===== config.mk =====
export PLATFORM = sky130hd
export DESIGN_NAME = mm_csr
export DESIGN_NICKNAME = d
export VERILOG_FILES = /design/src/mm_pkg.sv /design/src/mm_csr.sv
export SDC_FILE = /design/constraint.sdc
export NUM_CORES = 1
export LEC_CHECK = 0
export BUFFER_PORTS_ARGS = -buffer_cell sky130_fd_sc_hd__buf_4
export CAP_MARGIN = 20
export CORE_ASPECT_RATIO = 0.7
export CORE_MARGIN = 4
export CORE_UTILIZATION = 49
export DETAILED_ROUTE_END_ITERATION = 7
export HOLD_SLACK_MARGIN = 0.12
export PLACE_DENSITY = 0.85
export REMOVE_ABC_BUFFERS = 1
export SLEW_MARGIN = 5
export SYNTH_ARGS = -nofsm -noshare
export SYNTH_HDL_FRONTEND = slang
export SYNTH_SLANG_ARGS = --single-unit

===== constraint.sdc =====
create_clock -name clk -period 5.2 [get_ports clk]
set_input_delay 1.04 -clock clk [delete_from_list [all_inputs] [get_ports clk]]
set_output_delay 1.04 -clock clk [all_outputs]
set_load 0.02 [all_outputs]

===== src/mm_pkg.sv =====
// ==========================================================
// matrix-multiply accelerator package
// sizes, element and accumulator types, register offsets
// and AXI burst constants
// ==========================================================
`default_nettype none

package mm_pkg;

    // array and element sizes
    localparam int SA_WIDTH  = 4;
    localparam int DW        = 32;
    localparam int LINE_W    = SA_WIDTH * DW;
    localparam int BUF_DEPTH = SA_WIDTH;
    localparam int BUF_AW    = 2;
    localparam int ACC_W     = 2 * DW + 1;

    typedef logic signed [DW-1:0]    elem_t;
    // element 0 in the low bits, first beat of the line
    typedef elem_t [SA_WIDTH-1:0]    line_t;
    typedef logic signed [ACC_W-1:0] acc_t;
    typedef acc_t                    acc_array_t [SA_WIDTH][SA_WIDTH];

    // wishbone register offsets
    localparam logic [7:0] REG_CTRL   = 8'h00;
    localparam logic [7:0] REG_STATUS = 8'h04;
    localparam logic [7:0] REG_A_ADDR = 8'h08;
    localparam logic [7:0] REG_B_ADDR = 8'h0C;
    localparam logic [7:0] REG_C_ADDR = 8'h10;

    // axi bursts are always 16 beats of one word
    localparam logic [7:0] BURST_LEN  = 8'd15;
    localparam logic [2:0] BURST_SIZE = 3'd2;
    localparam logic [1:0] BURST_INCR = 2'd1;
    localparam logic [3:0] ID_A       = 4'd0;
    localparam logic [3:0] ID_B       = 4'd1;

endpackage

`default_nettype wire


===== src/mm_csr.sv =====
// ==========================================================
// wishbone classic register block
// base addresses, start control and busy/done status
// ==========================================================
`default_nettype none

module mm_csr (
    input  wire         clk,
    input  wire         rst_n,
    input  wire         wb_cyc_i,
    input  wire         wb_stb_i,
    input  wire         wb_we_i,
    input  wire  [7:0]  wb_adr_i,
    input  wire  [31:0] wb_dat_i,
    output logic [31:0] wb_dat_o,
    output logic        wb_ack_o,
    output logic        start_o,
    input  wire         done_i,
    output logic [31:0] mat_a_addr_o,
    output logic [31:0] mat_b_addr_o,
    output logic [31:0] mat_c_addr_o
);
    import mm_pkg::*;

    logic req;
    logic start_go;
    logic busy;
    logic done;

    // ack never twice in a row
    assign req      = wb_cyc_i && wb_stb_i && !wb_ack_o;
    assign start_go = req && wb_we_i && (wb_adr_i == REG_CTRL) && wb_dat_i[0] && !busy;

    always_ff @(posedge clk) begin
        if (!rst_n) begin
            wb_ack_o     <= 1'b0;
            start_o      <= 1'b0;
            busy         <= 1'b0;
            done         <= 1'b0;
            mat_a_addr_o <= '0;
            mat_b_addr_o <= '0;
            mat_c_addr_o <= '0;
        end else begin
            wb_ack_o <= req;
            start_o  <= start_go;
            if (start_go) begin
                busy <= 1'b1;
                done <= 1'b0;
            end else if (done_i) begin
                busy <= 1'b0;
                done <= 1'b1;
            end
            if (req && wb_we_i) begin
                case (wb_adr_i)
                    REG_A_ADDR: mat_a_addr_o <= wb_dat_i;
                    REG_B_ADDR: mat_b_addr_o <= wb_dat_i;
                    REG_C_ADDR: mat_c_addr_o <= wb_dat_i;
                    default: ;
                endcase
            end
        end
    end

    // read data lands together with ack
    always_ff @(posedge clk) begin
        if (req && !wb_we_i) begin
            case (wb_adr_i)
                REG_STATUS: wb_dat_o <= {30'd0, done, busy};
                REG_A_ADDR: wb_dat_o <= mat_a_addr_o;
                REG_B_ADDR: wb_dat_o <= mat_b_addr_o;
                REG_C_ADDR: wb_dat_o <= mat_c_addr_o;
                default:    wb_dat_o <= '0;
            endcase
        end
    end

    // the DMA reports done only during a run
    done_in_run: assert property (@(posedge clk) disable iff (!rst_n)
        done_i |-> busy);

endmodule

`default_nettype wire


## Word level (Yosys, flattened, before mapping)

Index checks and enable logic that the tools add are counted.
W data, S select, Z words.

- Reduce and logical (&&, ||, !) cells: 16
- Equal/unequal tests: 4
- Bitwise operators: 1
- Multiplexer cells: 3

Operators with widths:

| kind | number |
|---|---|
| $pmux W32 S4 | 1 |
| $eq A8 B4 Y1 const B | 2 |
| $eq A8 B3 Y1 const B | 1 |
| $eq A8 B5 Y1 const B | 1 |
| $logic_not A8 Y1 | 1 |
| $logic_and A1 B1 Y1 | 7 |
| $reduce_and A2 Y1 | 3 |
| $logic_not A1 Y1 | 3 |
| $mux W1 | 2 |
| $reduce_bool A2 Y1 | 1 |
| $reduce_or A2 Y1 | 1 |
| $not A1 Y1 | 1 |

- Bits in registers: 132
- Output and inout bits: 130
- Bits of input ports: 46
- Logic and storage cells: 32

## Depth between registers and ports, before layout

- Depth after elaboration: 7
- Mapped depth: 6
- Depth with buffers taken out: 3

## Worst setup path before layout

OpenSTA, ideal clock, no wires.

- Path type: input to register
- From: input wb_cyc_i
- To: register wb_dat_o[0], enable pin
- Library setup time: 0.461 ns
- Data arrival time: 3.300 ns
- Required time: 4.739 ns
- Stages on the path: 2
- Path buffers: 0
- Path slack: 1.439 ns
- Cells stage by stage: nand2_1 > nor3_1

- Word-level cells in the longest chain between the ends: 3

RTL lines:

| element | line | RTL |
|---|---|---|
| start, declared | mm_csr.sv:10 | `input wire wb_cyc_i,` |
| $logic_and A1 B1 Y1 (2 in series) | mm_csr.sv:31 | `assign req = wb_cyc_i && wb_stb_i && !wb_ack_o;` |
| $logic_and A1 B1 Y1 | mm_csr.sv:66 | `if (req && !wb_we_i) begin` |
| end signal, assigned | mm_csr.sv:68 | `REG_STATUS: wb_dat_o <= {30'd0, done, busy};` |
| end signal, assigned | mm_csr.sv:69 | `REG_A_ADDR: wb_dat_o <= mat_a_addr_o;` |
| end signal, assigned | mm_csr.sv:70 | `REG_B_ADDR: wb_dat_o <= mat_b_addr_o;` |
| end, declared | mm_csr.sv:15 | `output logic [31:0] wb_dat_o,` |

No other way between the ends.
A chain may end at the register's enable or synchronous reset.

## Worst setup path after layout

- From: input wb_adr_i[5]
- To: register wb_dat_o[8] (data pin)

- Word-level cells in the longest chain between the ends: 2
- Elaborated cells between the ends (all ways): 5
- Classes of those cells: eq/ne: 4; mux: 1

RTL lines:

| element | line | RTL |
|---|---|---|
| start, declared | mm_csr.sv:13 | `input wire [7:0] wb_adr_i,` |
| $eq A8 B5 Y1 (tied with other cells) | mm_csr.sv:67 | `case (wb_adr_i)` |
| $pmux W32 S4 (*) | mm_csr.sv:67 |  |

Mark *: on every way between the ends. The rest lies on a longest branch, timed or not.

==> impl_results.md <==
- Worst Hold Class: flop to flop
- Worst path required time: 5.48 ns
- Post-CTS Repair Setup Buffers: 0
- Post-route insts no fill: 839
- Vias in the first global route: 4736
- GR Layer Usage met2: 0.406
- Tcrit/Tclk final: 0.612
- Initial Utilization: 0.513
- H-tree depth: 4
- Crit end category: flop
- Maximum clock rate: 314 MHz
- Pins Over Slew Limit: 0
- Mean number of vias per cell: 5.49
- Netlist cell types: 25
- Total negative slack: 0 ns
- Max_cap viols: 0
- Max-Slew Margin vs Limit: 0.251
- DR iter-0 viols: 315
- Row cnt: 31
- Most common cell after layout, fill and taps aside: buf_4
- Detailed Route WL: 15800 µm
- Initial antenna violation count: 0
- Port Buffers: 175
- Post-synthesis compound-gate area fraction: 0.0613
- IR Drop Worst-Case VDD: 0.000207 V
- Leak: 0.00306 µW
- Commonest non-fill, non-tap cells in the layout: buf_4, nand2_1, dfxtp_1
- Area Growth Syn to Fin: 35.5%
- Synth Area in XOR/XNOR: 0
- I/O pins: 176
- Final hold vios: 0
- Die height: 96.1 µm
- Post-synth top area cell: dfxtp_1
- ANT nets after route: 0
- Mapped Cells: 516
- Clk Latency, worst-skew pair: 0.41 ns
- Sw Ratio: 0.210
- Layout cells sized above 1: 0.315
- CTS Buf Count: 17
- Post-Synth Simple-Gate Area: 0.148
- Ant diodes: 0
- Pin count of the biggest net entering global routing: 84
- Die Width: 134 µm
- FF+latch count, synth: 132
- Share of the synthesized area in the top cell type: 0.369
- Largest family of logic cells by synthesized area: multiplexers
- Internal power: 1840 µW
- Combinational share of power: 0.044
- Register area share after synthesis: 0.546
- CP max FO: 17
- Crit path launch type: input port
- Largest delay share family, worst path: simple AND/OR/NAND/NOR gates
- DR WL/cell: 18.9 µm
- Mapped Avg Cell Area: 10.5 µm²
- Tot GR Track Use: 0.248
- Power share of the clock group: 0.502
- Hold-fix buffers, CTS: 0
- Cell area power density: 317 nW/µm²
- CTS tree: built
- Clock Sinks: 132
- Root buf cell: clkbuf_16
- Power, Total: 2330 µW
- Setup violators final: 0
- Crit path buffers/inverters: 2
- Most area-consuming cells after synthesis: dfxtp_1, mux2i_1, edfxtp_1, nand2_1, a221o_1
- Most Frequent Cell on Critical Path: buf_4
- Clk_skew: 0.0128 ns
- Clock Pin Slew Worst Setup and Hold Paths: 0.06 ns
- Number of detailed-routing iterations run before antenna repair: 5
- Critical path arrival: 3.46 ns
- Final min period: 3.18 ns
- RSZ-0062 raised after global routing: false
- Die ar.: 12900 µm²
- Crit path max-delay cell type: nor3_2
- Global-route wire length before repair: 24600 µm
- Mux cell area share after synthesis: 0.181
- DP HPWL: 10300 µm
- Met1 usage: 0.309
- DRC viols: 0
- Met3 usage: 0.0784
- Grt ovf: 0
- Actual slew at the worst max-slew pin: 1.12 ns
- Clock buffer depth: 2
- Top Usage Layer GRT: met2
- Cts repair resizes: 0
- Vias: 4603
- Syn. warnings: 0
- Cells along the critical path: buf_4, or4_1, nor3_2, buf_4, a221o_1
- Fin nets: 724
- Status: finished clean
- Setup CP Type: input port to flop
- Switch Pwr: 490 µW
- Gpl congestion: 0.788
- Core Area: 10600 µm²
- Crit-path max cell delay: 0.91 ns
- Synth Area in Adders: 0
- Post-Syn Area: 5430 µm²
- Placed cells: 807
- Share of power burned in registers: 0.455
[worst reg2reg max path, delay by kind of cell (launching register included)]
family | cells | cell delay [ns]
flops | 1 | 0.33
simple gates | 2 | 1.39
mux | 1 | 0.26
[sequential cells by signal (all words and copies together), names as in the netlist]
| register | cells |
|---|---|
| busy | 1 |
| done | 1 |
| mat_a_addr_o | 32 |
| mat_b_addr_o | 32 |
| mat_c_addr_o | 32 |
| start_o | 1 |
| wb_ack_o | 1 |
| wb_dat_o | 32 |
[synth_stat cells, drive strengths merged]
library cell and count:
nand2 129, dfxtp 100, mux2i 98, nor3 35, a221o 32, edfxtp 32, inv 31, clkbuf 23
buf 18, nor4 3, nor2 2, or3b 2, or4 2, and2 1, nand2b 1, nand4b 1
nor2b 1, nor3b 1, o21a 1, o21ai 1, or3 1, or4b 1
[cells by family (layout without fill, tap and decap cells)]
kind of cell / after synthesis / after routing
and+or+nand+nor: 180 / 180
DFF: 132 / 132
muxes: 98 / 98
buffers and inverters: 72 / 247
AOI/OAI and AO/OA: 34 / 34
[routing by layer]
metal,routed length (µm),vias to the layer above
li1,-,2118
met1,6420,2191
met2,7380,280
met3,1850,14
met4,173,0
met5,0,-
[layout make-up]
| class | instances | area (µm²) |
|---|---|---|
| sequential | 132 | 2960 |
| clock buffer | 21 | 440 |
| fill | 809 | 3230 |
| timing repair buffer | 184 | 1380 |
| multi-input combinational | 312 | 2140 |
| tap | 148 | 185 |
| inverter | 31 | 116 |
| clock inverter | 11 | 135 |
[path summary, 6_finish.rpt]
check,endpoint,cells past startpoint,start,slack [ns]
max reg2reg,mat_c_addr_o[14],3,wb_ack_o,3.05
max,wb_dat_o[8],5,wb_adr_i[5],2.02
min reg2reg,mat_c_addr_o[15],2,mat_c_addr_o[15],0.48
min,mat_c_addr_o[15],2,mat_c_addr_o[15],0.48
[metrics by stage]
stage	setup WS [ns]	util	hold slack, ns	cell area (µm²)
floorplan	1.34	-	0.473	5200
global placement	1.73	0.640	0.462	6780
detailed placement	1.66	0.640	0.471	6780
CTS	2.06	0.695	0.478	7360
global route	1.97	0.695	0.501	7360
finish	2.02	0.695	0.478	7360
[power groups by stage]
stage	clock [µW]	sequential (µW)	combinational (µW)
2_1_floorplan	0	1090	23.0
3_3_place_gp	0	1080	97.7
3_5_place_dp	0	1080	101
4_1_cts	1180	1060	101
5_1_grt	1230	1060	109
6_report	1170	1060	102
Note: power is estimated with default switching activity, not from simulation.
