`config.mk`:
```
export PLATFORM = sky130hd
export DESIGN_NAME = operand_buffer_flat
export DESIGN_NICKNAME = d
export VERILOG_FILES = /design/src/mm_pkg.sv /design/src/buf_if.sv /design/src/operand_buffer.sv /design/src/flat_wrapper.sv
export SDC_FILE = /design/constraint.sdc
export NUM_CORES = 1
export LEC_CHECK = 0
export ABC_CLOCK_PERIOD_IN_PS = 26200
export BUFFER_PORTS_ARGS = -buffer_cell sky130_fd_sc_hd__buf_4
export CAP_MARGIN = 20
export CELL_PAD_IN_SITES_DETAIL_PLACEMENT = 2
export CELL_PAD_IN_SITES_GLOBAL_PLACEMENT = 2
export CORE_ASPECT_RATIO = 0.8
export CORE_MARGIN = 4
export CORE_UTILIZATION = 49
export DETAILED_ROUTE_END_ITERATION = 10
export PLACE_DENSITY_LB_ADDON = 0.1
export SLEW_MARGIN = 20
export SYNTH_ARGS = -nofsm -noshare
export SYNTH_HDL_FRONTEND = slang
export SYNTH_SLANG_ARGS = --single-unit
```
`constraint.sdc`:
```
create_clock -name clk -period 26.2 [get_ports clk]
set_input_delay 5.24 -clock clk [delete_from_list [all_inputs] [get_ports clk]]
set_output_delay 5.24 -clock clk [all_outputs]
set_load 0.01 [all_outputs]
```
`src/mm_pkg.sv`:
```
// ==========================================================
// matrix-multiply accelerator package
// sizes, element and accumulator types, register offsets
// and AXI burst constants
// ==========================================================
`default_nettype none

package mm_pkg;

    // array and element sizes
    localparam int SA_WIDTH  = 4;
    localparam int DW        = 32;
    localparam int LINE_W    = SA_WIDTH * DW;
    localparam int BUF_DEPTH = SA_WIDTH;
    localparam int BUF_AW    = 2;
    localparam int ACC_W     = 2 * DW + 1;

    typedef logic signed [DW-1:0]    elem_t;
    // element 0 in the low bits, first beat of the line
    typedef elem_t [SA_WIDTH-1:0]    line_t;
    typedef logic signed [ACC_W-1:0] acc_t;
    typedef acc_t                    acc_array_t [SA_WIDTH][SA_WIDTH];

    // wishbone register offsets
    localparam logic [7:0] REG_CTRL   = 8'h00;
    localparam logic [7:0] REG_STATUS = 8'h04;
    localparam logic [7:0] REG_A_ADDR = 8'h08;
    localparam logic [7:0] REG_B_ADDR = 8'h0C;
    localparam logic [7:0] REG_C_ADDR = 8'h10;

    // axi bursts are always 16 beats of one word
    localparam logic [7:0] BURST_LEN  = 8'd15;
    localparam logic [2:0] BURST_SIZE = 3'd2;
    localparam logic [1:0] BURST_INCR = 2'd1;
    localparam logic [3:0] ID_A       = 4'd0;
    localparam logic [3:0] ID_B       = 4'd1;

endpackage

`default_nettype wire

```
`src/buf_if.sv`:
```
// ==========================================================
// operand buffer port bundle
// one write side from the DMA, one read side to the engine
// ==========================================================
`default_nettype none

interface buf_if;
    import mm_pkg::*;

    logic              we;
    logic [BUF_AW-1:0] waddr;
    line_t             wdata;
    logic [BUF_AW-1:0] raddr;
    // valid one cycle after raddr
    line_t             rdata;

    modport writer (output we, waddr, wdata);
    modport reader (output raddr, input rdata);
    modport mem    (input we, waddr, wdata, raddr, output rdata);

endinterface

`default_nettype wire

```
`src/operand_buffer.sv`:
```
// ==========================================================
// operand buffer
// four 128-bit lines, one write port, registered read
// ==========================================================
`default_nettype none

module operand_buffer (
    input  wire clk,
    buf_if.mem  bus
);
    import mm_pkg::*;

    logic [LINE_W-1:0] mem [BUF_DEPTH];

    always_ff @(posedge clk) begin
        if (bus.we) begin
            mem[bus.waddr] <= bus.wdata;
        end
        bus.rdata <= mem[bus.raddr];
    end

endmodule

`default_nettype wire

```
`src/flat_wrapper.sv`:
```
// flat-port wrapper written by rule: the top's interface ports become plain ports
module operand_buffer_flat import mm_pkg::*;
  (clk, bus_we, bus_waddr, bus_wdata, bus_raddr, bus_rdata);
  buf_if bus_i ();
  input  wire clk;
  input wire logic [$bits(bus_i.we)-1:0] bus_we;
  input wire logic [$bits(bus_i.waddr)-1:0] bus_waddr;
  input wire logic [$bits(bus_i.wdata)-1:0] bus_wdata;
  input wire logic [$bits(bus_i.raddr)-1:0] bus_raddr;
  output wire logic [$bits(bus_i.rdata)-1:0] bus_rdata;
  assign bus_i.we = bus_we;
  assign bus_i.waddr = bus_waddr;
  assign bus_i.wdata = bus_wdata;
  assign bus_i.raddr = bus_raddr;
  assign bus_rdata = bus_i.rdata;
  operand_buffer u_core (.clk(clk), .bus(bus_i));
endmodule
```
======== After elaboration in Yosys (flattened, before gate mapping) ========
Memory sizes are Yosys's and may differ from the RTL's. A register that Yosys moved wholly into a read port is not among the register bits.
Index checks and enable logic that the tools add are counted.
operators by class
  divide/modulo/power cells ............... 0
  bitwise gates (word level) .............. 0
  $mul .................................... 0
  magnitude comparators ................... 0
  equality and inequality tests ........... 0
  mux-type cells .......................... 2
  shifts and indexed selects .............. 0
  reductions and logical operators ........ 0
  add/subtract/negate cells ............... 0
operators with widths
  operator           number
  1-bit two-way mux  2
storage, ports and cells
  word-level logic and storage cells ...... 3
  flip-flop bits (word level) ............. 0
  output and inout bits ................... 128
  input bits .............................. 134
  bits in read-only memories .............. 0
  memories ................................ 1
  RAM bits ................................ 512
  latch bits .............................. 0
memory list
  name        words  bits a word  read ports  clocked after memory_dff  write ports  RTL line              source
  u_core.mem  4      128          1           1                         1            operand_buffer.sv:13  logic [LINE_W-1:0] mem [BUF_DEPTH];

======== Logic depth before layout (Yosys ltp) ========
Gate-level depths: netlist (run 1).
  word-level depth ........................ 2
  mapped depth ............................ 3
  gate-level depth less buffers ........... 1

======== Least setup slack after synthesis (run 1) ========
Ideal clock, no wire load.
  path type ............................... in2reg
  start ................................... in bus_waddr[1]
  end ..................................... mem u_core.mem[0][0] in the netlist's numbering, enable pin
  arrival time ............................ 14541 ps
  required time ........................... 25399 ps
  stages on the path ...................... 1
  path buffers ............................ 0
  setup slack ............................. 10859 ps
  setup time .............................. 801 ps
  cells stage by stage .................... nor3b_1
RTL lines
  item         RTL line              source
  from (decl)  flat_wrapper.sv:7     input wire logic [$bits(bus_i.waddr)-1:0] bus_waddr;
  to (decl)    operand_buffer.sv:13
No word-level cell before the write port.

======== Worst setup path after layout (run 1) ========
  start ................................... in bus_raddr[1]
  end ..................................... reg u_core.bus.rdata[107], read port of u_core.mem
RTL lines
  item         RTL line           source
  from (decl)  flat_wrapper.sv:9  input wire logic [$bits(bus_i.raddr)-1:0] bus_raddr;
  to (decl)    buf_if.sv:19       modport mem (input we, waddr, wdata, raddr, output rdata);
No word-level cell between the ends.

==> impl_metrics.toml, run 1 <==
[pwr]
power_leakage_uw = 0.00885
max-vdd-ir-drop_v = 0.0000567
switching_share = 0.207
p_sw_uw = 446
combinationalPowerShare = 0.060
seq_power_share = 0.551
pwr_density_cell_mw_per_mm2 = 84.3
p_clk_frac = 0.389
p_int_uw = 1700

[critical_path]
ff2ff_path_depth = 1
worstReg2RegStart = "u_core.mem[0][93]$_DFFE_PP_"
critical_path_class = "in -> reg"
critPathLaunchType = "input pin"
arrival_ps = 7220
r2r_slack_ps = 25090
r2r_end = "u_core.bus.rdata[93]$_DFF_P_"
cp_max_fo = 72
required_ps = 26640
crit_path_end_kind = "flop"
worstSetupStartpoint = "bus_raddr[1]"
crit_path_end = "u_core.bus.rdata[107]$_DFF_P_"

[floorplan]
die_h_um = 194
die_w_um = 240
fp.dieArea_mm2 = 0.0466
ioPinCount = 262
row_count = 67
initial_core_util = 0.501
fp.coreArea_mm2 = 0.0423

[timing]
slew_headroom = 0.345
worst_pin_slew_ps = 983
rsz0062_at_grt = "no"
hold_violations = 0
finalCritPeriodShare = 0.259
period_minus_slack_ps = 6780
tns_ps = 0
fmax_mhz = 147
slew_viol_final = 0
finClkSkew_ps = 14.6
setup_viol = 0

[synth]
yosys_warnings = 0
avgSynthCellArea_um2 = 26.5
syn_inst = 800
synthesis.area_mm2 = 0.0212
synthTopCellsByArea = "edfxtp_1 73%, mux4_2 14%, dfxtp_1 12%"
ys_seq_area_frac = 0.847
yosysTopAreaCell = "edfxtp_1"
yosysUniqueCellTypes = 10
ys_seq_elements = 640
yosysTopAreaCellShare = 0.726
synthesis.nets = 934

[clock_network]
cts_setup_buffers = 0
cts.clk_slew.worst_paths_ps = 60
cts_tree = "yes"
numCtsBuffers = 58
cts.sinks = 640
clock_latency_ps = 590
cts_hold_buf = 0
root_buffer = "clkbuf_16"
clock_path_buffers = 3
cts_resized = 0
htreeDepth = 2

[grt]
grt_pass1_vias = 10473
track_usage = 0.214
overflow = 0
grt_max_degree = 129
antenna_found_initial = 5
grt_pass1_wl_um = 74100

[final_layout]
n_fill_cell = 3273
final_cell_mix = "512 x edfxtp_1, 268 x buf_4, 128 x mux4_2, 128 x dfxtp_1, 61 x clkbuf_16"
multi_input_area_mm2 = 0.00293
seq_area_mm2 = 0.0179
nets = 1237
syn_to_final_growth_pct = 20.5
post-route-cell-area_mm2 = 0.0255
mostFrequentLayoutCell = "edfxtp_1"
layout-drive-gt1-share = 0.420

[drt]
wl_per_cell_um = 29.0
postRouteAntennaNets = 0
dr.pass1.iters = 4
postRouteWirelength_um = 49500
drc = 0
drt-initial-drc-count = 658
num_vias = 9189
viasPerCell = 5.39

[placement]
place.gp.congestion = 0.662
dp_hpwl_um = 29100
portBuffers = 261
post_dp_cell_area_mm2 = 0.0236

[worst_hold_path]
min_path_type = "reg -> reg"

[run_status]
outcome = "finished clean"

[run]
max_cap_violations = 0
## final cells by class
| class | instances | share of cell area |
|---|---|---|
| multi-input combinational | 132 | 0.115 |
| antenna | 2 | 0.000196 |
| clock buffer | 96 | 0.0693 |
| sequential | 640 | 0.703 |
| timing repair buffer | 271 | 0.0807 |
| tap | 552 | 0.0271 |
| clock inverter | 13 | 0.00432 |
## critical path: stages
cell and delay, ps:
buf_6 540, buf_4 820, mux4_2 450
## cells in the mapped netlist (all sizes together)
library cell and count:
and3 1, and3b 2, buf 27, clkbuf 1, dfxtp 128, edfxtp 512
mux4 128, nor3b 1
## cells by family after synthesis
logic type,Yosys count,share of synthesized area
mux,128,0.136
simple gates,4,0.00148
buf+inv,28,0.0148
flops,640,0.847
## state kept, by name (all words and copies together) (netlist names)
signal,cells
u_core.mem,512
u_core.bus.rdata,128
## power by group through the flow
stage / Clock (µW) / Combinational, µW / Sequential, µW
floorplan: 0 / 51.6 / 1210
global placement: 0 / 125 / 1200
detailed placement: 0 / 132 / 1200
CTS: 858 / 133 / 1190
global route: 906 / 139 / 1190
finish: 835 / 130 / 1180
## worst min-delay path by stage
stage / start / endpoint / slack [ps] / cells after the start
after CTS: u_core.mem[3][79]$_DFFE_PP_ / u_core.bus.rdata[79]$_DFF_P_ / 560 / 1
after floorplan: u_core.mem[2][0]$_DFFE_PP_ / u_core.bus.rdata[0]$_DFF_P_ / 530 / 1
final: u_core.mem[3][45]$_DFFE_PP_ / u_core.bus.rdata[45]$_DFF_P_ / 560 / 1
after global placement: u_core.mem[2][3]$_DFFE_PP_ / u_core.bus.rdata[3]$_DFF_P_ / 530 / 1
after detailed placement: u_core.mem[2][56]$_DFFE_PP_ / u_core.bus.rdata[56]$_DFF_P_ / 550 / 1
after global routing: u_core.mem[0][18]$_DFFE_PP_ / u_core.bus.rdata[18]$_DFF_P_ / 570 / 1
## per-stage QoR
stage / utilization / setup slack (ps) / hold slack (ps) / power, µW / cells
finish: 0.604 / 19420 / 558 / 2150 / 1706
global route: 0.603 / 19300 / 571 / 2230 / 1704
CTS: 0.603 / 19370 / 559 / 2180 / 1704
detailed placement: 0.559 / 18770 / 545 / 1340 / 1595
global placement: 0.559 / 18800 / 535 / 1320 / 1595
floorplan: - / 10860 / 532 / 1260 / 800
## per-layer routing
layer,vias up,wire (µm),GRT usage
met4,8,798,0.0408
met3,61,2650,0.0447
met1,4892,19600,0.282
met2,268,26300,0.375
met5,-,61,0
li1,3960,-,-
Power figures use the tool's default switching activity.
==> inputs of run 2 (changes only) <==
--- a/config.mk
+++ b/config.mk
@@ -5,14 +5,14 @@
 export SDC_FILE = /design/constraint.sdc
 export NUM_CORES = 1
 export LEC_CHECK = 0
-export ABC_CLOCK_PERIOD_IN_PS = 26200
+export ABC_CLOCK_PERIOD_IN_PS = 6300
 export BUFFER_PORTS_ARGS = -buffer_cell sky130_fd_sc_hd__buf_4
 export CAP_MARGIN = 20
 export CELL_PAD_IN_SITES_DETAIL_PLACEMENT = 2
 export CELL_PAD_IN_SITES_GLOBAL_PLACEMENT = 2
 export CORE_ASPECT_RATIO = 0.8
 export CORE_MARGIN = 4
-export CORE_UTILIZATION = 49
+export CORE_UTILIZATION = 45
 export DETAILED_ROUTE_END_ITERATION = 10
 export PLACE_DENSITY_LB_ADDON = 0.1
 export SLEW_MARGIN = 20
==> constraint.sdc (replaced) <==
create_clock -name clk -period 6.3 [get_ports clk]
set_input_delay 1.26 -clock clk [delete_from_list [all_inputs] [get_ports clk]]
set_output_delay 1.26 -clock clk [all_outputs]
set_load 0.01 [all_outputs]
==> run 2 against run 1 <==
Net effect: sequential power grew to 4.2 times the previous value; clock skew shrank 3.6 ps; count of clock-buffer cells in the layout down 8; non-clock buffer count decreased by 1; final area rose by 0.72%.
==> impl_metrics.toml, run 2 (same netlist as run 1, synthesis figures left out) <==
[final_layout]
mostFrequentLayoutCell = "edfxtp_1"
top_regs = "u_core.mem (512), u_core.bus.rdata (128)"
top_register = "u_core.mem"
largest_reg_flops = 512
syn_to_final_growth_pct = 21.3
antenna_cells = 0
n_fill_cell = 3780
final_cell_mix = "512 x edfxtp_1, 263 x buf_4, 128 x mux4_2, 128 x dfxtp_1, 61 x clkbuf_16"
layout-drive-gt1-share = 0.427
nets = 1238

[critical_path]
crit_chain = "buf_4 > and3b_4 > buf_4"
arrival_ps = 2940
crit_path_end_kind = "flop"
cp_slowest_cell = "and3b_4"
ff2ff_path_depth = 1
required_ps = 6550
cpPeakStageDelay_ps = 950
critPathLaunchType = "input pin"
critical_path_class = "in -> reg"
cp_max_fo = 54
crit_top_cell = "buf_4"

[placement]
place_ws_ps = 2940
dp_hpwl_um = 27000
place.gp.congestion = 0.647
portBuffers = 261

[run]
max_cap_violations = 0

[pwr]
max-vdd-ir-drop_v = 0.000269
switching_share = 0.206
pwr_density_cell_mw_per_mm2 = 349
p_clk_frac = 0.393
combinationalPowerShare = 0.060
power_leakage_uw = 0.00890
p_int_uw = 7120
seq_power_share = 0.547
p_sw_uw = 1850

[timing]
hold_slack_ps = 551
hold_violations = 0
finalCritPeriodShare = 0.426
period_minus_slack_ps = 2690
tns_ps = 0
worst_slack_ps = 3610
finClkSkew_ps = 11.0
fmax_mhz = 372
slew_viol_final = 0
rsz0062_at_grt = "no"
slew_headroom = 0.336
setup_viol = 0
worst_pin_slew_ps = 997

[clock_network]
cts.sinks = 640
cts.clk_slew.worst_paths_ps = 60
cts_resized = 0
cts_setup_buffers = 0
cts_tree = "yes"
htreeDepth = 2
root_buffer = "clkbuf_16"
cts_hold_buf = 0
clock_latency_ps = 610
clock_path_buffers = 3
numCtsBuffers = 60

[run_status]
outcome = "finished clean"

[grt]
grt_pass1_vias = 10348
grt_pass1_wl_um = 69500
overflow = 0
antenna_found_initial = 6
grt_max_degree = 129
track_usage = 0.181

[drt]
drc = 0
num_vias = 9075
viasPerCell = 5.14
dr.pass1.iters = 5
postRouteAntennaNets = 0
wl_per_cell_um = 26.0
drt-initial-drc-count = 665
postRouteWirelength_um = 45900

[worst_hold_path]
min_path_type = "reg -> reg"
hold_path_depth = 1

[floorplan]
initial_core_util = 0.459
die_h_um = 202
ioPinCount = 262
fp.dieArea_mm2 = 0.0506
row_count = 70
die_w_um = 250
fp.coreArea_mm2 = 0.0461
-- run 2: worst paths after layout --
| check | end | startpoint | slack [ps] |
|---|---|---|---|
| max reg2reg | u_core.bus.rdata[5]$_DFF_P_ | u_core.mem[3][5]$_DFFE_PP_ | 5260 |
| min reg2reg | u_core.bus.rdata[70]$_DFF_P_ | u_core.mem[3][70]$_DFFE_PP_ | 550 |
| min | u_core.bus.rdata[70]$_DFF_P_ | u_core.mem[3][70]$_DFFE_PP_ | 550 |
| max | u_core.mem[2][72]$_DFFE_PP_ | bus_waddr[0] | 3610 |
-- run 2: final cells by class --
class                      count  area (µm²)  area share
timing repair buffer         270        2100      0.0817
clock buffer                  88        1770      0.0688
tap                          612         766      0.0298
clock inverter                24         174     0.00677
sequential                   640       17900       0.698
multi-input combinational    132        2940       0.114
-- run 2: through the flow --
stage,cells,instance area (µm²),utilization,power (µW)
6_report,1766,25700,0.557,8970
5_1_grt,1766,25700,0.557,9330
4_1_cts,1766,25700,0.557,9100
3_5_place_dp,1654,23700,0.515,5550
3_3_place_gp,1654,23700,0.515,5520
2_1_floorplan,800,21200,-,5220
-- run 2: worst max-delay path, delay by kind of cell --
family,cells,cell delay (ps)
buf+inv,2,660
simple gates,1,950
-- run 2: metal layers --
layer	up-vias	GRT usage	routed length (µm)	share of wire
li1	3961	-	-	-
met1	4789	0.244	19200	0.42
met2	234	0.304	23300	0.51
met3	79	0.0418	2390	0.052
met4	12	0.0461	863	0.019
met5	-	0	92	0.0020
-- run 2: power groups by stage --
stage	combinational, µW	clock (µW)	sequential [µW]
after floorplan	215	0	5010
after global routing	578	3820	4930
final	537	3530	4910
after global placement	531	0	4980
after detailed placement	552	0	5000
after CTS	555	3630	4920
