[config.mk]
export PLATFORM = sky130hd
export DESIGN_NAME = dma_engine_flat
export DESIGN_NICKNAME = d
export VERILOG_FILES = /design/src/mm_pkg.sv /design/src/buf_if.sv /design/src/dma_engine.sv /design/src/flat_wrapper.sv
export SDC_FILE = /design/constraint.sdc
export NUM_CORES = 1
export LEC_CHECK = 0
export CORE_AREA = 10 10 598 600
export CTS_CLUSTER_SIZE = 40
export DETAILED_ROUTE_END_ITERATION = 8
export DIE_AREA = 0 0 608 610
export DONT_BUFFER_PORTS = 1
export PLACE_DENSITY_LB_ADDON = 0.15
export SLEW_MARGIN = 20
export SYNTH_ARGS = -nofsm -noshare
export SYNTH_HDL_FRONTEND = slang
export SYNTH_SLANG_ARGS = --single-unit
[constraint.sdc]
create_clock -name clk -period 5.3 [get_ports clk]
set_input_delay 1.06 -clock clk [delete_from_list [all_inputs] [get_ports clk]]
set_output_delay 1.06 -clock clk [all_outputs]
set_load 0.05 [all_outputs]
[src/mm_pkg.sv]
// ==========================================================
// matrix-multiply accelerator package
// sizes, element and accumulator types, register offsets
// and AXI burst constants
// ==========================================================
`default_nettype none

package mm_pkg;

    // array and element sizes
    localparam int SA_WIDTH  = 4;
    localparam int DW        = 32;
    localparam int LINE_W    = SA_WIDTH * DW;
    localparam int BUF_DEPTH = SA_WIDTH;
    localparam int BUF_AW    = 2;
    localparam int ACC_W     = 2 * DW + 1;

    typedef logic signed [DW-1:0]    elem_t;
    // element 0 in the low bits, first beat of the line
    typedef elem_t [SA_WIDTH-1:0]    line_t;
    typedef logic signed [ACC_W-1:0] acc_t;
    typedef acc_t                    acc_array_t [SA_WIDTH][SA_WIDTH];

    // wishbone register offsets
    localparam logic [7:0] REG_CTRL   = 8'h00;
    localparam logic [7:0] REG_STATUS = 8'h04;
    localparam logic [7:0] REG_A_ADDR = 8'h08;
    localparam logic [7:0] REG_B_ADDR = 8'h0C;
    localparam logic [7:0] REG_C_ADDR = 8'h10;

    // axi bursts are always 16 beats of one word
    localparam logic [7:0] BURST_LEN  = 8'd15;
    localparam logic [2:0] BURST_SIZE = 3'd2;
    localparam logic [1:0] BURST_INCR = 2'd1;
    localparam logic [3:0] ID_A       = 4'd0;
    localparam logic [3:0] ID_B       = 4'd1;

endpackage

`default_nettype wire

[src/buf_if.sv]
// ==========================================================
// operand buffer port bundle
// one write side from the DMA, one read side to the engine
// ==========================================================
`default_nettype none

interface buf_if;
    import mm_pkg::*;

    logic              we;
    logic [BUF_AW-1:0] waddr;
    line_t             wdata;
    logic [BUF_AW-1:0] raddr;
    // valid one cycle after raddr
    line_t             rdata;

    modport writer (output we, waddr, wdata);
    modport reader (output raddr, input rdata);
    modport mem    (input we, waddr, wdata, raddr, output rdata);

endinterface

`default_nettype wire

[src/dma_engine.sv]
// ==========================================================
// DMA engine
// reads A and B over AXI into the operand buffers, starts
// the multiply and writes C back as one 16-beat burst
// ==========================================================
`default_nettype none

module dma_engine (
    input  wire                   clk,
    input  wire                   rst_n,
    input  wire                   start_i,
    output logic                  done_o,
    input  wire  [31:0]           mat_a_addr_i,
    input  wire  [31:0]           mat_b_addr_i,
    input  wire  [31:0]           mat_c_addr_i,
    output logic [3:0]            axi_arid_o,
    output logic [31:0]           axi_araddr_o,
    output logic [7:0]            axi_arlen_o,
    output logic [2:0]            axi_arsize_o,
    output logic [1:0]            axi_arburst_o,
    output logic                  axi_arvalid_o,
    input  wire                   axi_arready_i,
    input  wire  [3:0]            axi_rid_i,
    input  wire  [31:0]           axi_rdata_i,
    input  wire                   axi_rvalid_i,
    output logic                  axi_rready_o,
    output logic [31:0]           axi_awaddr_o,
    output logic [7:0]            axi_awlen_o,
    output logic [2:0]            axi_awsize_o,
    output logic [1:0]            axi_awburst_o,
    output logic                  axi_awvalid_o,
    input  wire                   axi_awready_i,
    output logic [31:0]           axi_wdata_o,
    output logic                  axi_wlast_o,
    output logic                  axi_wvalid_o,
    input  wire                   axi_wready_i,
    input  wire                   axi_bvalid_i,
    output logic                  axi_bready_o,
    buf_if.writer                 buf_a,
    buf_if.writer                 buf_b,
    output logic                  mm_start_o,
    input  wire                   mm_done_i,
    input  var mm_pkg::acc_array_t accum_i
);
    import mm_pkg::*;

    typedef enum logic [2:0] {
        idle, addr_a, addr_b, load, wait_mm, addr_c, write_c, wait_b
    } state_t;

    state_t            state;
    state_t            state_n;
    logic              r_hs;
    logic              w_hs;
    logic              load_done;
    // index 0 collects A, index 1 collects B
    logic [1:0]        beat_hit;
    logic [1:0]        line_we;
    logic [4:0]        beat_cnt  [2];
    logic [BUF_AW-1:0] line_addr [2];
    line_t             pack      [2];
    logic [3:0]        c_idx;

    assign r_hs        = axi_rvalid_i && axi_rready_o;
    assign w_hs        = axi_wvalid_o && axi_wready_i;
    assign beat_hit[0] = r_hs && (axi_rid_i == ID_A);
    assign beat_hit[1] = r_hs && (axi_rid_i == ID_B);
    assign load_done   = (beat_cnt[0] == 5'd16) && (beat_cnt[1] == 5'd16) && (line_we == 2'b00);

    always_ff @(posedge clk) begin
        if (!rst_n) begin
            state <= idle;
        end else begin
            state <= state_n;
        end
    end

    always_comb begin
        state_n = state;
        case (state)
            idle:    if (start_i)       state_n = addr_a;
            addr_a:  if (axi_arready_i) state_n = addr_b;
            addr_b:  if (axi_arready_i) state_n = load;
            load:    if (load_done)     state_n = wait_mm;
            wait_mm: if (mm_done_i)     state_n = addr_c;
            addr_c:  if (axi_awready_i) state_n = write_c;
            write_c: if (w_hs && axi_wlast_o) state_n = wait_b;
            wait_b:  if (axi_bvalid_i)  state_n = idle;
            default: state_n = idle;
        endcase
    end

    // read address, A then B back to back
    assign axi_arvalid_o = (state == addr_a) || (state == addr_b);
    assign axi_arid_o    = (state == addr_b) ? ID_B : ID_A;
    assign axi_araddr_o  = (state == addr_b) ? mat_b_addr_i : mat_a_addr_i;
    assign axi_arlen_o   = BURST_LEN;
    assign axi_arsize_o  = BURST_SIZE;
    assign axi_arburst_o = BURST_INCR;
    // A beats may already flow while B's address waits
    assign axi_rready_o  = (state == addr_b) || (state == load);

    // beat packing per read id
    always_ff @(posedge clk) begin
        for (int i = 0; i < 2; i++) begin
            if (beat_hit[i]) begin
                pack[i][beat_cnt[i][1:0]] <= axi_rdata_i;
            end
        end
    end

    always_ff @(posedge clk) begin
        if (!rst_n) begin
            line_we <= 2'b00;
            for (int i = 0; i < 2; i++) begin
                beat_cnt[i]  <= '0;
                line_addr[i] <= '0;
            end
        end else begin
            for (int i = 0; i < 2; i++) begin
                line_we[i] <= beat_hit[i] && (beat_cnt[i][1:0] == 2'd3);
                if (state == idle) begin
                    beat_cnt[i]  <= '0;
                    line_addr[i] <= '0;
                end else if (beat_hit[i]) begin
                    beat_cnt[i] <= beat_cnt[i] + 5'd1;
                end
                if (line_we[i]) begin
                    line_addr[i] <= line_addr[i] + 1'b1;
                end
            end
        end
    end

    assign buf_a.we    = line_we[0];
    assign buf_a.waddr = line_addr[0];
    assign buf_a.wdata = pack[0];
    assign buf_b.we    = line_we[1];
    assign buf_b.waddr = line_addr[1];
    assign buf_b.wdata = pack[1];

    assign mm_start_o = (state == load) && load_done;

    // write C, row-major from the accumulator array
    assign axi_awvalid_o = (state == addr_c);
    assign axi_awaddr_o  = mat_c_addr_i;
    assign axi_awlen_o   = BURST_LEN;
    assign axi_awsize_o  = BURST_SIZE;
    assign axi_awburst_o = BURST_INCR;
    assign axi_wvalid_o  = (state == write_c);
    assign axi_wdata_o   = accum_i[c_idx[3:2]][c_idx[1:0]][DW-1:0];
    assign axi_wlast_o   = (c_idx == 4'd15);
    assign axi_bready_o  = (state == wait_b);

    always_ff @(posedge clk) begin
        if (!rst_n) begin
            c_idx  <= '0;
            done_o <= 1'b0;
        end else begin
            done_o <= (state == wait_b) && axi_bvalid_i;
            if (state == idle) begin
                c_idx <= '0;
            end else if (w_hs) begin
                c_idx <= c_idx + 4'd1;
            end
        end
    end

    ar_hold: assert property (@(posedge clk) disable iff (!rst_n)
        axi_arvalid_o && !axi_arready_i |=> axi_arvalid_o && $stable(axi_araddr_o));

    aw_hold: assert property (@(posedge clk) disable iff (!rst_n)
        axi_awvalid_o && !axi_awready_i |=> axi_awvalid_o && $stable(axi_awaddr_o));

endmodule

`default_nettype wire

[src/flat_wrapper.sv]
// flat-port wrapper written by rule: the top's interface ports become plain ports
module dma_engine_flat import mm_pkg::*;
  (clk, rst_n, start_i, done_o, mat_a_addr_i, mat_b_addr_i, mat_c_addr_i, axi_arid_o, axi_araddr_o, axi_arlen_o, axi_arsize_o, axi_arburst_o, axi_arvalid_o, axi_arready_i, axi_rid_i, axi_rdata_i, axi_rvalid_i, axi_rready_o, axi_awaddr_o, axi_awlen_o, axi_awsize_o, axi_awburst_o, axi_awvalid_o, axi_awready_i, axi_wdata_o, axi_wlast_o, axi_wvalid_o, axi_wready_i, axi_bvalid_i, axi_bready_o, mm_start_o, mm_done_i, accum_i, buf_a_we, buf_a_waddr, buf_a_wdata, buf_b_we, buf_b_waddr, buf_b_wdata);
  buf_if buf_a_i ();
  buf_if buf_b_i ();
  input  wire clk;
  input  wire rst_n;
  input  wire start_i;
  output logic done_o;
  input  wire  [31:0] mat_a_addr_i;
  input  wire  [31:0] mat_b_addr_i;
  input  wire  [31:0] mat_c_addr_i;
  output logic [3:0] axi_arid_o;
  output logic [31:0] axi_araddr_o;
  output logic [7:0] axi_arlen_o;
  output logic [2:0] axi_arsize_o;
  output logic [1:0] axi_arburst_o;
  output logic axi_arvalid_o;
  input  wire axi_arready_i;
  input  wire  [3:0] axi_rid_i;
  input  wire  [31:0] axi_rdata_i;
  input  wire axi_rvalid_i;
  output logic axi_rready_o;
  output logic [31:0] axi_awaddr_o;
  output logic [7:0] axi_awlen_o;
  output logic [2:0] axi_awsize_o;
  output logic [1:0] axi_awburst_o;
  output logic axi_awvalid_o;
  input  wire axi_awready_i;
  output logic [31:0] axi_wdata_o;
  output logic axi_wlast_o;
  output logic axi_wvalid_o;
  input  wire axi_wready_i;
  input  wire axi_bvalid_i;
  output logic axi_bready_o;
  output logic mm_start_o;
  input  wire mm_done_i;
  input  var mm_pkg::acc_array_t accum_i;
  output wire logic [$bits(buf_a_i.we)-1:0] buf_a_we;
  output wire logic [$bits(buf_a_i.waddr)-1:0] buf_a_waddr;
  output wire logic [$bits(buf_a_i.wdata)-1:0] buf_a_wdata;
  output wire logic [$bits(buf_b_i.we)-1:0] buf_b_we;
  output wire logic [$bits(buf_b_i.waddr)-1:0] buf_b_waddr;
  output wire logic [$bits(buf_b_i.wdata)-1:0] buf_b_wdata;
  assign buf_a_we = buf_a_i.we;
  assign buf_a_waddr = buf_a_i.waddr;
  assign buf_a_wdata = buf_a_i.wdata;
  assign buf_b_we = buf_b_i.we;
  assign buf_b_waddr = buf_b_i.waddr;
  assign buf_b_wdata = buf_b_i.wdata;
  dma_engine u_core (.clk(clk), .rst_n(rst_n), .start_i(start_i), .done_o(done_o), .mat_a_addr_i(mat_a_addr_i), .mat_b_addr_i(mat_b_addr_i), .mat_c_addr_i(mat_c_addr_i), .axi_arid_o(axi_arid_o), .axi_araddr_o(axi_araddr_o), .axi_arlen_o(axi_arlen_o), .axi_arsize_o(axi_arsize_o), .axi_arburst_o(axi_arburst_o), .axi_arvalid_o(axi_arvalid_o), .axi_arready_i(axi_arready_i), .axi_rid_i(axi_rid_i), .axi_rdata_i(axi_rdata_i), .axi_rvalid_i(axi_rvalid_i), .axi_rready_o(axi_rready_o), .axi_awaddr_o(axi_awaddr_o), .axi_awlen_o(axi_awlen_o), .axi_awsize_o(axi_awsize_o), .axi_awburst_o(axi_awburst_o), .axi_awvalid_o(axi_awvalid_o), .axi_awready_i(axi_awready_i), .axi_wdata_o(axi_wdata_o), .axi_wlast_o(axi_wlast_o), .axi_wvalid_o(axi_wvalid_o), .axi_wready_i(axi_wready_i), .axi_bvalid_i(axi_bvalid_i), .axi_bready_o(axi_bready_o), .buf_a(buf_a_i), .buf_b(buf_b_i), .mm_start_o(mm_start_o), .mm_done_i(mm_done_i), .accum_i(accum_i));
endmodule
# ---- Word level (Yosys, flattened, before mapping)
# Memories as Yosys holds them, arrays and structs flattened.
# Index checks and enable logic that the tools add are counted.
dict set report op_classes {
  add_sub_neg 5
  magnitude_cmp 6
  n_eq_ne 21
  muxes 52
  bitwise_logic 11
  n_reduce_logical 21
}
# operator count
set ops {}
lappend ops {{$bmux 260 s2} 1}
lappend ops {{$mux 260} 2}
lappend ops {{$mux 128} 4}
lappend ops {{$mux 32} 5}
lappend ops {{$bmux 65 s2} 1}
lappend ops {{$demux 32 s2} 2}
lappend ops {{$reduce_or 128->1} 1}
lappend ops {{$mux 3} 8}
lappend ops {{$pmux 3 s8} 1}
lappend ops {{$mux 1} 20}
lappend ops {{$mux 5} 4}
lappend ops {{$logic_and 1x1->1} 13}
lappend ops {{$eq 3x3->1 const B} 4}
lappend ops {{$ne 2x2->1 const B} 6}
lappend ops {{$add 5x1->5 const B} 2}
lappend ops {{$eq 5x5->1 const B} 2}
lappend ops {{$mux 2} 4}
lappend ops {{$or 1x1->1} 8}
lappend ops {{$reduce_and 8->1} 1}
lappend ops {{$eq 3x2->1 const B} 2}
lappend ops {{$ge 3x3->1 const B} 2}
lappend ops {{$lt 2x3->1 const B} 2}
lappend ops {{$not 2->3} 2}
lappend ops {{$add 2x1->2 const B} 2}
lappend ops {{other kinds (13)} 17}
dict set report totals {
  regBits 10
  mem_bits_rw 270
  inputBits 1181
  out_inout_bits 396
  wordCells 123
  mem_count 3
}
# memory words word_bits rd rd_clocked_by_memory_dff write_ports line
set mem_list {}
lappend mem_list {u_core.pack 2 128 2 0 1 dma_engine.sv:61} ;# line_t pack [2];
lappend mem_list {u_core.beat_cnt 2 5 2 0 2 dma_engine.sv:59} ;# logic [4:0] beat_cnt [2];
lappend mem_list {u_core.line_addr 2 2 2 0 2 dma_engine.sv:60} ;# logic [BUF_AW-1:0] line_addr [2];

# ---- Longest topological paths before layout
# Gate-level depths: netlist of run 1.
dict set report logic_depth {
  depth_word 9
  depth_mapped 7
  mapped_depth_nobuf 7
}

# ---- Worst setup path after synthesis of run 1
# OpenSTA, ideal clock, no wires.
dict set report synth_timing {
  path_type {reg2out}
  startpoint {reg u_core.state[0]}
  endpoint {out axi_araddr_o[22]}
  arrival_time_ns 2.197
  t_required_ns 4.240
  path_slack_ns 2.043
  stages_incl_launch_ff 7
  path_buffers 2
  path_cell_list {dfxtp_1 inv_1 ha_1 nor2b_1 clkbuf_1 clkbuf_1 mux2_2}
}
dict set report synth_via {
  elab_chain_cells 2
}
# item line
set synth_lines {}
lappend synth_lines {{start: declaration} dma_engine.sv:51} ;# state_t state;
lappend synth_lines {{start signal: assignment} dma_engine.sv:72} ;# state <= idle;
lappend synth_lines {{start signal: assignment} dma_engine.sv:74} ;# state <= state_n;
lappend synth_lines {{$eq 3x2->1} dma_engine.sv:96} ;# assign axi_araddr_o = (state == addr_b) ? mat_b_addr_i : mat_a_addr_i;
lappend synth_lines {{$mux 32} dma_engine.sv:96}
lappend synth_lines {{end: declaration} flat_wrapper.sv:14} ;# output logic [31:0] axi_araddr_o;
# Every way passes these cells.

# ---- Worst setup path after layout of run 1
dict set report layout_timing {
  startpoint {reg u_core.c_idx[2]}
  endpoint {out axi_wdata_o[1]}
}
dict set report layout_via {
  elab_chain_cells 7
}
# item line
set layout_lines {}
lappend layout_lines {{start: declaration} dma_engine.sv:62} ;# logic [3:0] c_idx;
lappend layout_lines {{start signal: assignment} dma_engine.sv:164} ;# c_idx <= c_idx + 4'd1;
lappend layout_lines {{$not 2->3 (not written as such)} dma_engine.sv:151} ;# assign axi_wdata_o = accum_i[c_idx[3:2]][c_idx[1:0]][DW-1:0];
lappend layout_lines {{$bmux 260 s2} dma_engine.sv:151}
lappend layout_lines {{$mux 260 (not written as such) (2 in series)} dma_engine.sv:151}
lappend layout_lines {{$bmux 65 s2} dma_engine.sv:151}
lappend layout_lines {{$mux 32 (not written as such) (2 in series)} dma_engine.sv:151}
lappend layout_lines {{end: declaration} flat_wrapper.sv:30} ;# output logic [31:0] axi_wdata_o;
# Every way passes these cells. The select of a mux whose other input is x is not followed.

==> results.toml, run 1 <==
[run_status]
status = "complete, no violations"

[logic_synthesis]
synthesis.area_per_instance_um2 = 19.74
post_synth_inst_count = 696
synth_enable_flop_cells = 270
synth_largest_area_cell = "sky130_fd_sc_hd__edfxtp_1"
synth_commonest_cells = "sky130_fd_sc_hd__edfxtp_1 (270), sky130_fd_sc_hd__mux4_2 (160), sky130_fd_sc_hd__buf_4 (61)"
synth_cell_type_count = 39
syn-cell-area_um2 = 13740
synth_seq_cells = 280
post-synth-top-count-cell = "sky130_fd_sc_hd__edfxtp_1"
ys_top_cells_by_area = "sky130_fd_sc_hd__edfxtp_1 (59%), sky130_fd_sc_hd__mux4_2 (26%), sky130_fd_sc_hd__buf_4 (3.3%)"
synth-warning-count = 0
synthFlopType = "sky130_fd_sc_hd__edfxtp_1"
synth_async_sr_flop_share_pct = 0
synth.yosys.seq_area_share_pct = 60.47
synth_top_area_share_pct = 59.01

[drt]
dr_total_vias = 8029
avgRoutedWirePerCell_um = 20.28
drt-pass1-iter-count = 4
drtIter0Drc = 768
viasPerCell = 1.511
finalWirelength_mm = 107.7
remaining_design_rule_violation_count = 0
drtAntennaViolNets = 0

[floorplanning]
floorplan.initialDensity_pct = 3.978
y_dimension_of_the_die_um = 610
io_pins = 1577
core_area_um2 = 345400
core.rowCount = 216
die-width_um = 608
die-area_um2 = 370900

[min_path]
hold-path-endpoint = "u_core.state[0]$_SDFFE_PN0P_"
class_of_the_tightest_hold_or_removal_check = "reg2reg"
worstHoldStart = "u_core.state[0]$_SDFFE_PN0P_"
number_of_cells_on_the_worst_hold_path = 2

[sta]
max_slew_margin_pct = 31.96
final-max-slew-violation-count = 0
period_needed_ps = 4626
setup_violations = 0
min_period_over_period_pct = 87.27
rsz0062_at_grt = "false"
finalHoldViolCount = 0
worst_pin_slew_ps = 1021
max_freq_mhz = 216.2
final_setup_tns_ps = 0
timing.clock.skew_ps = 29.77

[setup_path]
worst_path_cell_trace = "buf_12, buf_12, mux4_2, mux4_2"
r2r-end = "u_core.pack[0][137]$_DFFE_PP_"
timing.setup.critical_path_class = "reg2out"
worstPathBufferInverterCount = 2
required_ps = 4240
timing.critical_path.max_delay_family = "multiplexers"
cp-startpoint = "u_core.c_idx[2]$_SDFFE_PP0P_"
startpoint_type = "register"
worst-r2r-setup-slack_ps = 2130
worst_path_largest_cell_delay_ps = 830
timing.rr.start = "u_core.state[0]$_SDFFE_PN0P_"
critical_path.max_fanout = 63
kind_of_capture_point_of_the_worst_setup_path = "primary output"
crit_path_slowest_cell = "sky130_fd_sc_hd__mux4_2"
critPathArrivalTime_ps = 3570
worst-r2r-cell-count = 6
path_depth = 4

[clock_network]
cts-htree-levels = 1
cts.reportedPaths.clkPinSlew_ps = 70
holdBufCountCts = 0
cts_root_buf = "sky130_fd_sc_hd__clkbuf_16"
resized_gates_after_cts = 0
cts_sinks = 280
cts_tree = "done"
cts_buffer_depth = 3
post_cts_setup_repair_buffer_count = 0
clkLatencyLatePin_ps = 620
cts-buffers-inserted = 28

[job]
maxCapViolations = 0

[pwr]
pwr-share-comb_pct = 16.5
sw_frac_of_total_pct = 30.69
cell_internal_pwr_w = 0.003990
p_per_area_nw_per_um2 = 282.6
sequentialPowerShare_pct = 44.4
p_total_w = 0.005757
clock_power_share_pct = 39.1
vdd.ir_drop.worst_v = 0.0002106
power.static_leakage_nw = 4.573
power.switching_w = 0.001767

[layout]
num-nets-final = 1871
layout-area-overhead-vs-synth_pct = 48.27
filler_cell_count = 40250
drive_above_1_share_pct = 41.06

[global_routing]
via_count_of_the_first_global_routing_pass = 8462
grt_start_max_net_pins = 64
grt_usage_pct = 5.388
antenna_found_initial = 67
wire_length_of_the_first_global_routing_pass_mm = 128.2
grt.overflow.total = 0

[place]
place_hpwl_mm = 96.16
placer_congestion_estimate = 0.7854
port_buffers = 0
how the worst max path moves through the flow:
stage | to | slack (ps)
after detailed placement | u_core.pack[0][129]$_DFFE_PP_ | 1160
after CTS | axi_wdata_o[1] | 500
after floorplan | axi_araddr_o[22] | 2040
after global routing | axi_wdata_o[1] | 480
final | axi_wdata_o[1] | 670
after global placement | u_core.pack[0][156]$_DFFE_PP_ | 1130
power groups by stage:
stage | clock network (W) | logic [W] | registers (W)
final | 0.00225 | 0.000953 | 0.00256
after global routing | 0.00245 | 0.00104 | 0.00256
after CTS | 0.00237 | 0.00101 | 0.00256
after detailed placement | 0 | 0.00101 | 0.00260
after global placement | 0 | 0.000988 | 0.00260
after floorplan | 0 | 0.000698 | 0.00259
cells by family after synthesis:
group / after synthesis / share of synthesized area, %
AOI/OAI and AO/OA: 11 / 0.5192
xor gates and xnor gates: 10 / 0.6374
adders and majority gates: 13 / 1.184
buffers and inverters: 116 / 5.409
DFF: 280 / 60.47
muxes: 196 / 29.14
other: 2 / 0.05466
and+or+nand+nor: 68 / 2.586
worst register-to-register path: stages, from the launching register on:
cell and delay, ps:
sky130_fd_sc_hd__dfxtp_1 340, sky130_fd_sc_hd__inv_1 90, sky130_fd_sc_hd__ha_1 300, sky130_fd_sc_hd__nor2_1 140, sky130_fd_sc_hd__nor3_1 800, sky130_fd_sc_hd__and3_2 710
sky130_fd_sc_hd__buf_4 430
cell type report:
class,instances,area (um2),share of cell area [%]
Inverter,11,41.29,0.2027
Multi-Input combinational cell,327,4816,23.64
Clock buffer,31,711.9,3.495
Timing Repair Buffer,29,345.3,1.695
Tap cell,4578,5728,28.12
Clock inverter,21,320.3,1.572
Antenna cell,35,87.58,0.4299
Sequential cell,280,8320,40.85
flip-flops by register name (all words and copies together) (netlist names):
signal / flops
u_core.beat_cnt: 10
u_core.c_idx: 4
u_core.done_o: 1
u_core.line_addr: 4
u_core.line_we: 2
u_core.pack: 256
u_core.state: 3
routing by layer:
metal	part of all wire, %	track usage (%)	vias to the layer above
met5	0.097	0	-
met4	3.9	1.941	16
met3	14	3.322	137
met2	47	8.901	869
met1	35	5.588	4184
li1	-	-	2823
through the flow:
step / cell area [um2] / setup WS [ps] / util, % / hold WS [ps] / std cells
after floorplan: 13840 / 2043 / - / 467.7 / 723
after global placement: 19210 / 1132 / 5.562 / 504.3 / 5223
after global routing: 20330 / 482.2 / 5.885 / 478.1 / 5294
after detailed placement: 19250 / 1165 / 5.574 / 497.3 / 5225
final: 20370 / 674.5 / 5.898 / 517.9 / 5312
after CTS: 20280 / 500.9 / 5.873 / 451.5 / 5277
layout by cell type, fill, tap and decap left out, types with 4 or more instances in the layout:
cell type	netlist	final
sky130_fd_sc_hd__edfxtp_1	270	270
sky130_fd_sc_hd__mux4_2	160	160
sky130_fd_sc_hd__diode_2	0	35
sky130_fd_sc_hd__mux2_2	32	32
sky130_fd_sc_hd__conb_1	2	29
sky130_fd_sc_hd__clkbuf_16	0	28
sky130_fd_sc_hd__nor2_1	21	21
sky130_fd_sc_hd__buf_4	61	19
sky130_fd_sc_hd__ha_1	13	13
sky130_fd_sc_hd__inv_1	11	11
sky130_fd_sc_hd__nand2_1	9	9
sky130_fd_sc_hd__buf_12	0	8
sky130_fd_sc_hd__nand3_1	6	6
sky130_fd_sc_hd__xor2_1	6	6
sky130_fd_sc_hd__bufinv_16	0	6
sky130_fd_sc_hd__dfxtp_1	10	6
sky130_fd_sc_hd__and3_1	9	5
sky130_fd_sc_hd__inv_6	0	5
sky130_fd_sc_hd__and3_2	0	4
sky130_fd_sc_hd__and2_2	0	4
sky130_fd_sc_hd__xnor2_1	4	4
sky130_fd_sc_hd__mux2i_1	4	4
(Power assumes the default switching activity.)
==> run 2, diff against run 1 <==
Settings changed: CORE_AREA 10 10 598 600 to 2 2 608 610, DIE_AREA 0 0 608 610 to 0 0 610 612, PLACE_DENSITY from default to 0.3, PLACE_DENSITY_LB_ADDON 0.15 to default.
==> results.toml, run 2 (synthesis gave the netlist of run 1 again) <==
[run_status]
status = "complete, no violations"

[clock_network]
resized_gates_after_cts = 0
post_cts_setup_repair_buffer_count = 0
cts-buffers-inserted = 29
clkLatencyLatePin_ps = 650
cts_tree = "done"
cts.reportedPaths.clkPinSlew_ps = 90
holdBufCountCts = 0
cts_buffer_depth = 3
cts_sinks = 280
cts_root_buf = "sky130_fd_sc_hd__clkbuf_16"
cts-htree-levels = 1

[global_routing]
antenna_found_initial = 98
via_count_of_the_first_global_routing_pass = 7858
grt_start_max_net_pins = 79
wire_length_of_the_first_global_routing_pass_mm = 131.3
grt_usage_pct = 5.822
grt.overflow.total = 0

[floorplanning]
die-area_um2 = 373300
core_area_um2 = 367200
die-width_um = 610
core.rowCount = 223
floorplan.initialDensity_pct = 3.742
io_pins = 1577
y_dimension_of_the_die_um = 612

[layout]
drive_above_1_share_pct = 41.75
largest_reg_flops = 256
layoutNonFillerInstCount = 5563
filler_cell_count = 42880
layout-area-overhead-vs-synth_pct = 50.35
seq_area_um2 = 8323
layout.cells.most_common_list = "sky130_fd_sc_hd__edfxtp_1 (270), sky130_fd_sc_hd__mux4_2 (160), sky130_fd_sc_hd__mux2_2 (32), sky130_fd_sc_hd__conb_1 (29), sky130_fd_sc_hd__clkbuf_16 (29)"
multi_input_area_um2 = 4823
mostFrequentLayoutCell = "sky130_fd_sc_hd__edfxtp_1"
finalInstanceArea_um2 = 20660
num-nets-final = 1871

[setup_path]
cp-startpoint = "u_core.c_idx[2]$_SDFFE_PP0P_"
timing.rr.start = "u_core.state[2]$_SDFFE_PN0P_"
worstPathBufferInverterCount = 1
timing.setup.critical_path_class = "reg2out"
worst-r2r-setup-slack_ps = 2790
crit_path_slowest_cell = "sky130_fd_sc_hd__mux4_2"
worst_path_largest_cell_delay_ps = 810
startpoint_type = "register"
kind_of_capture_point_of_the_worst_setup_path = "primary output"
required_ps = 4240
worst_path_cell_trace = "buf_12, mux4_2, mux4_2"
crit_path_frequent_cell = "sky130_fd_sc_hd__mux4_2"
critPathArrivalTime_ps = 3280
timing.critical_path.max_delay_family = "multiplexers"
critical_path.max_fanout = 46

[drt]
drt-pass1-iter-count = 5
remaining_design_rule_violation_count = 0
drtAntennaViolNets = 0
viasPerCell = 1.453
finalWirelength_mm = 115.9
avgRoutedWirePerCell_um = 20.83
drtIter0Drc = 666
dr_total_vias = 8081

[place]
place_hpwl_mm = 102.7
port_buffers = 0
placer_congestion_estimate = 0.9915
place_area_um2 = 19600
place_ws_ps = 1436
dp_cells = 5483

[sta]
final-max-slew-violation-count = 0
timing.clock.skew_ps = 40.00
final_setup_tns_ps = 0
worst_pin_slew_ps = 971.5
max_freq_mhz = 230.2
rsz0062_at_grt = "false"
setup_violations = 0
min_period_over_period_pct = 81.96
final_critical_path_setup_slack_ps = 956.3
period_needed_ps = 4344
finalHoldViolCount = 0
max_slew_margin_pct = 35.23

[pwr]
vdd.ir_drop.worst_v = 0.0002210
p_total_w = 0.005807
p_per_area_nw_per_um2 = 281.1
power.static_leakage_nw = 4.550

[min_path]
worstHoldStart = "u_core.state[0]$_SDFFE_PN0P_"
class_of_the_tightest_hold_or_removal_check = "reg2reg"

[job]
maxCapViolations = 0
-- run 2: cell types whose count changed in the layout (fill, tap and decap cells not counted), sizes merged --
cell / delta
buf: -1
bufinv: -4
clkbuf: -1
clkinv: +3
diode: -6
inv: +1
-- run 2: path summary, 6_finish.rpt --
kind / endpoint / cells past startpoint
max: axi_wdata_o[2] / 3
min: u_core.state[0]$_SDFFE_PN0P_ / 2
max reg2reg: u_core.c_idx[3]$_SDFFE_PP0P_ / 4
min reg2reg: u_core.state[0]$_SDFFE_PN0P_ / 2
-- run 2: power by group --
part           switching (W)  leakage [nW]  internal, W  total, W
combinational       0.000868          1.53     0.000224   0.00109
sequential         0.0000867          2.54      0.00247   0.00256
clock                0.00102         0.477      0.00114   0.00216
-- run 2: cell type report --
cell class / count / share of cell area, %
repair buffers: 28 / 1.744
flip-flops and latches: 280 / 40.29
multi-input cells: 327 / 23.35
inverters: 11 / 0.1999
clock inverters: 21 / 1.236
diodes: 29 / 0.3513
well taps: 4837 / 29.30
clock buffers: 30 / 3.531
-- run 2: worst register-to-register path, delay by kind of cell, from the launching register on --
family | cells | cell delay [ps]
flops | 1 | 740
compound gates | 1 | 140
simple gates | 3 | 1550
-- run 2: per-layer routing --
layer | share of wire, % | vias up | GRT usage, %
met5 | 0.19 | - | 0
met4 | 3.6 | 32 | 2.091
met3 | 21 | 200 | 5.440
met2 | 41 | 907 | 8.232
met1 | 34 | 4129 | 5.960
li1 | - | 2813 | -
-- run 2: metrics by stage --
step           hold slack, ps  util (%)
2_1_floorplan           467.7         -
3_3_place_gp            505.2     5.338
3_5_place_dp            494.4     5.338
4_1_cts                 450.5     5.606
5_1_grt                 473.9     5.618
6_report                512.9     5.626
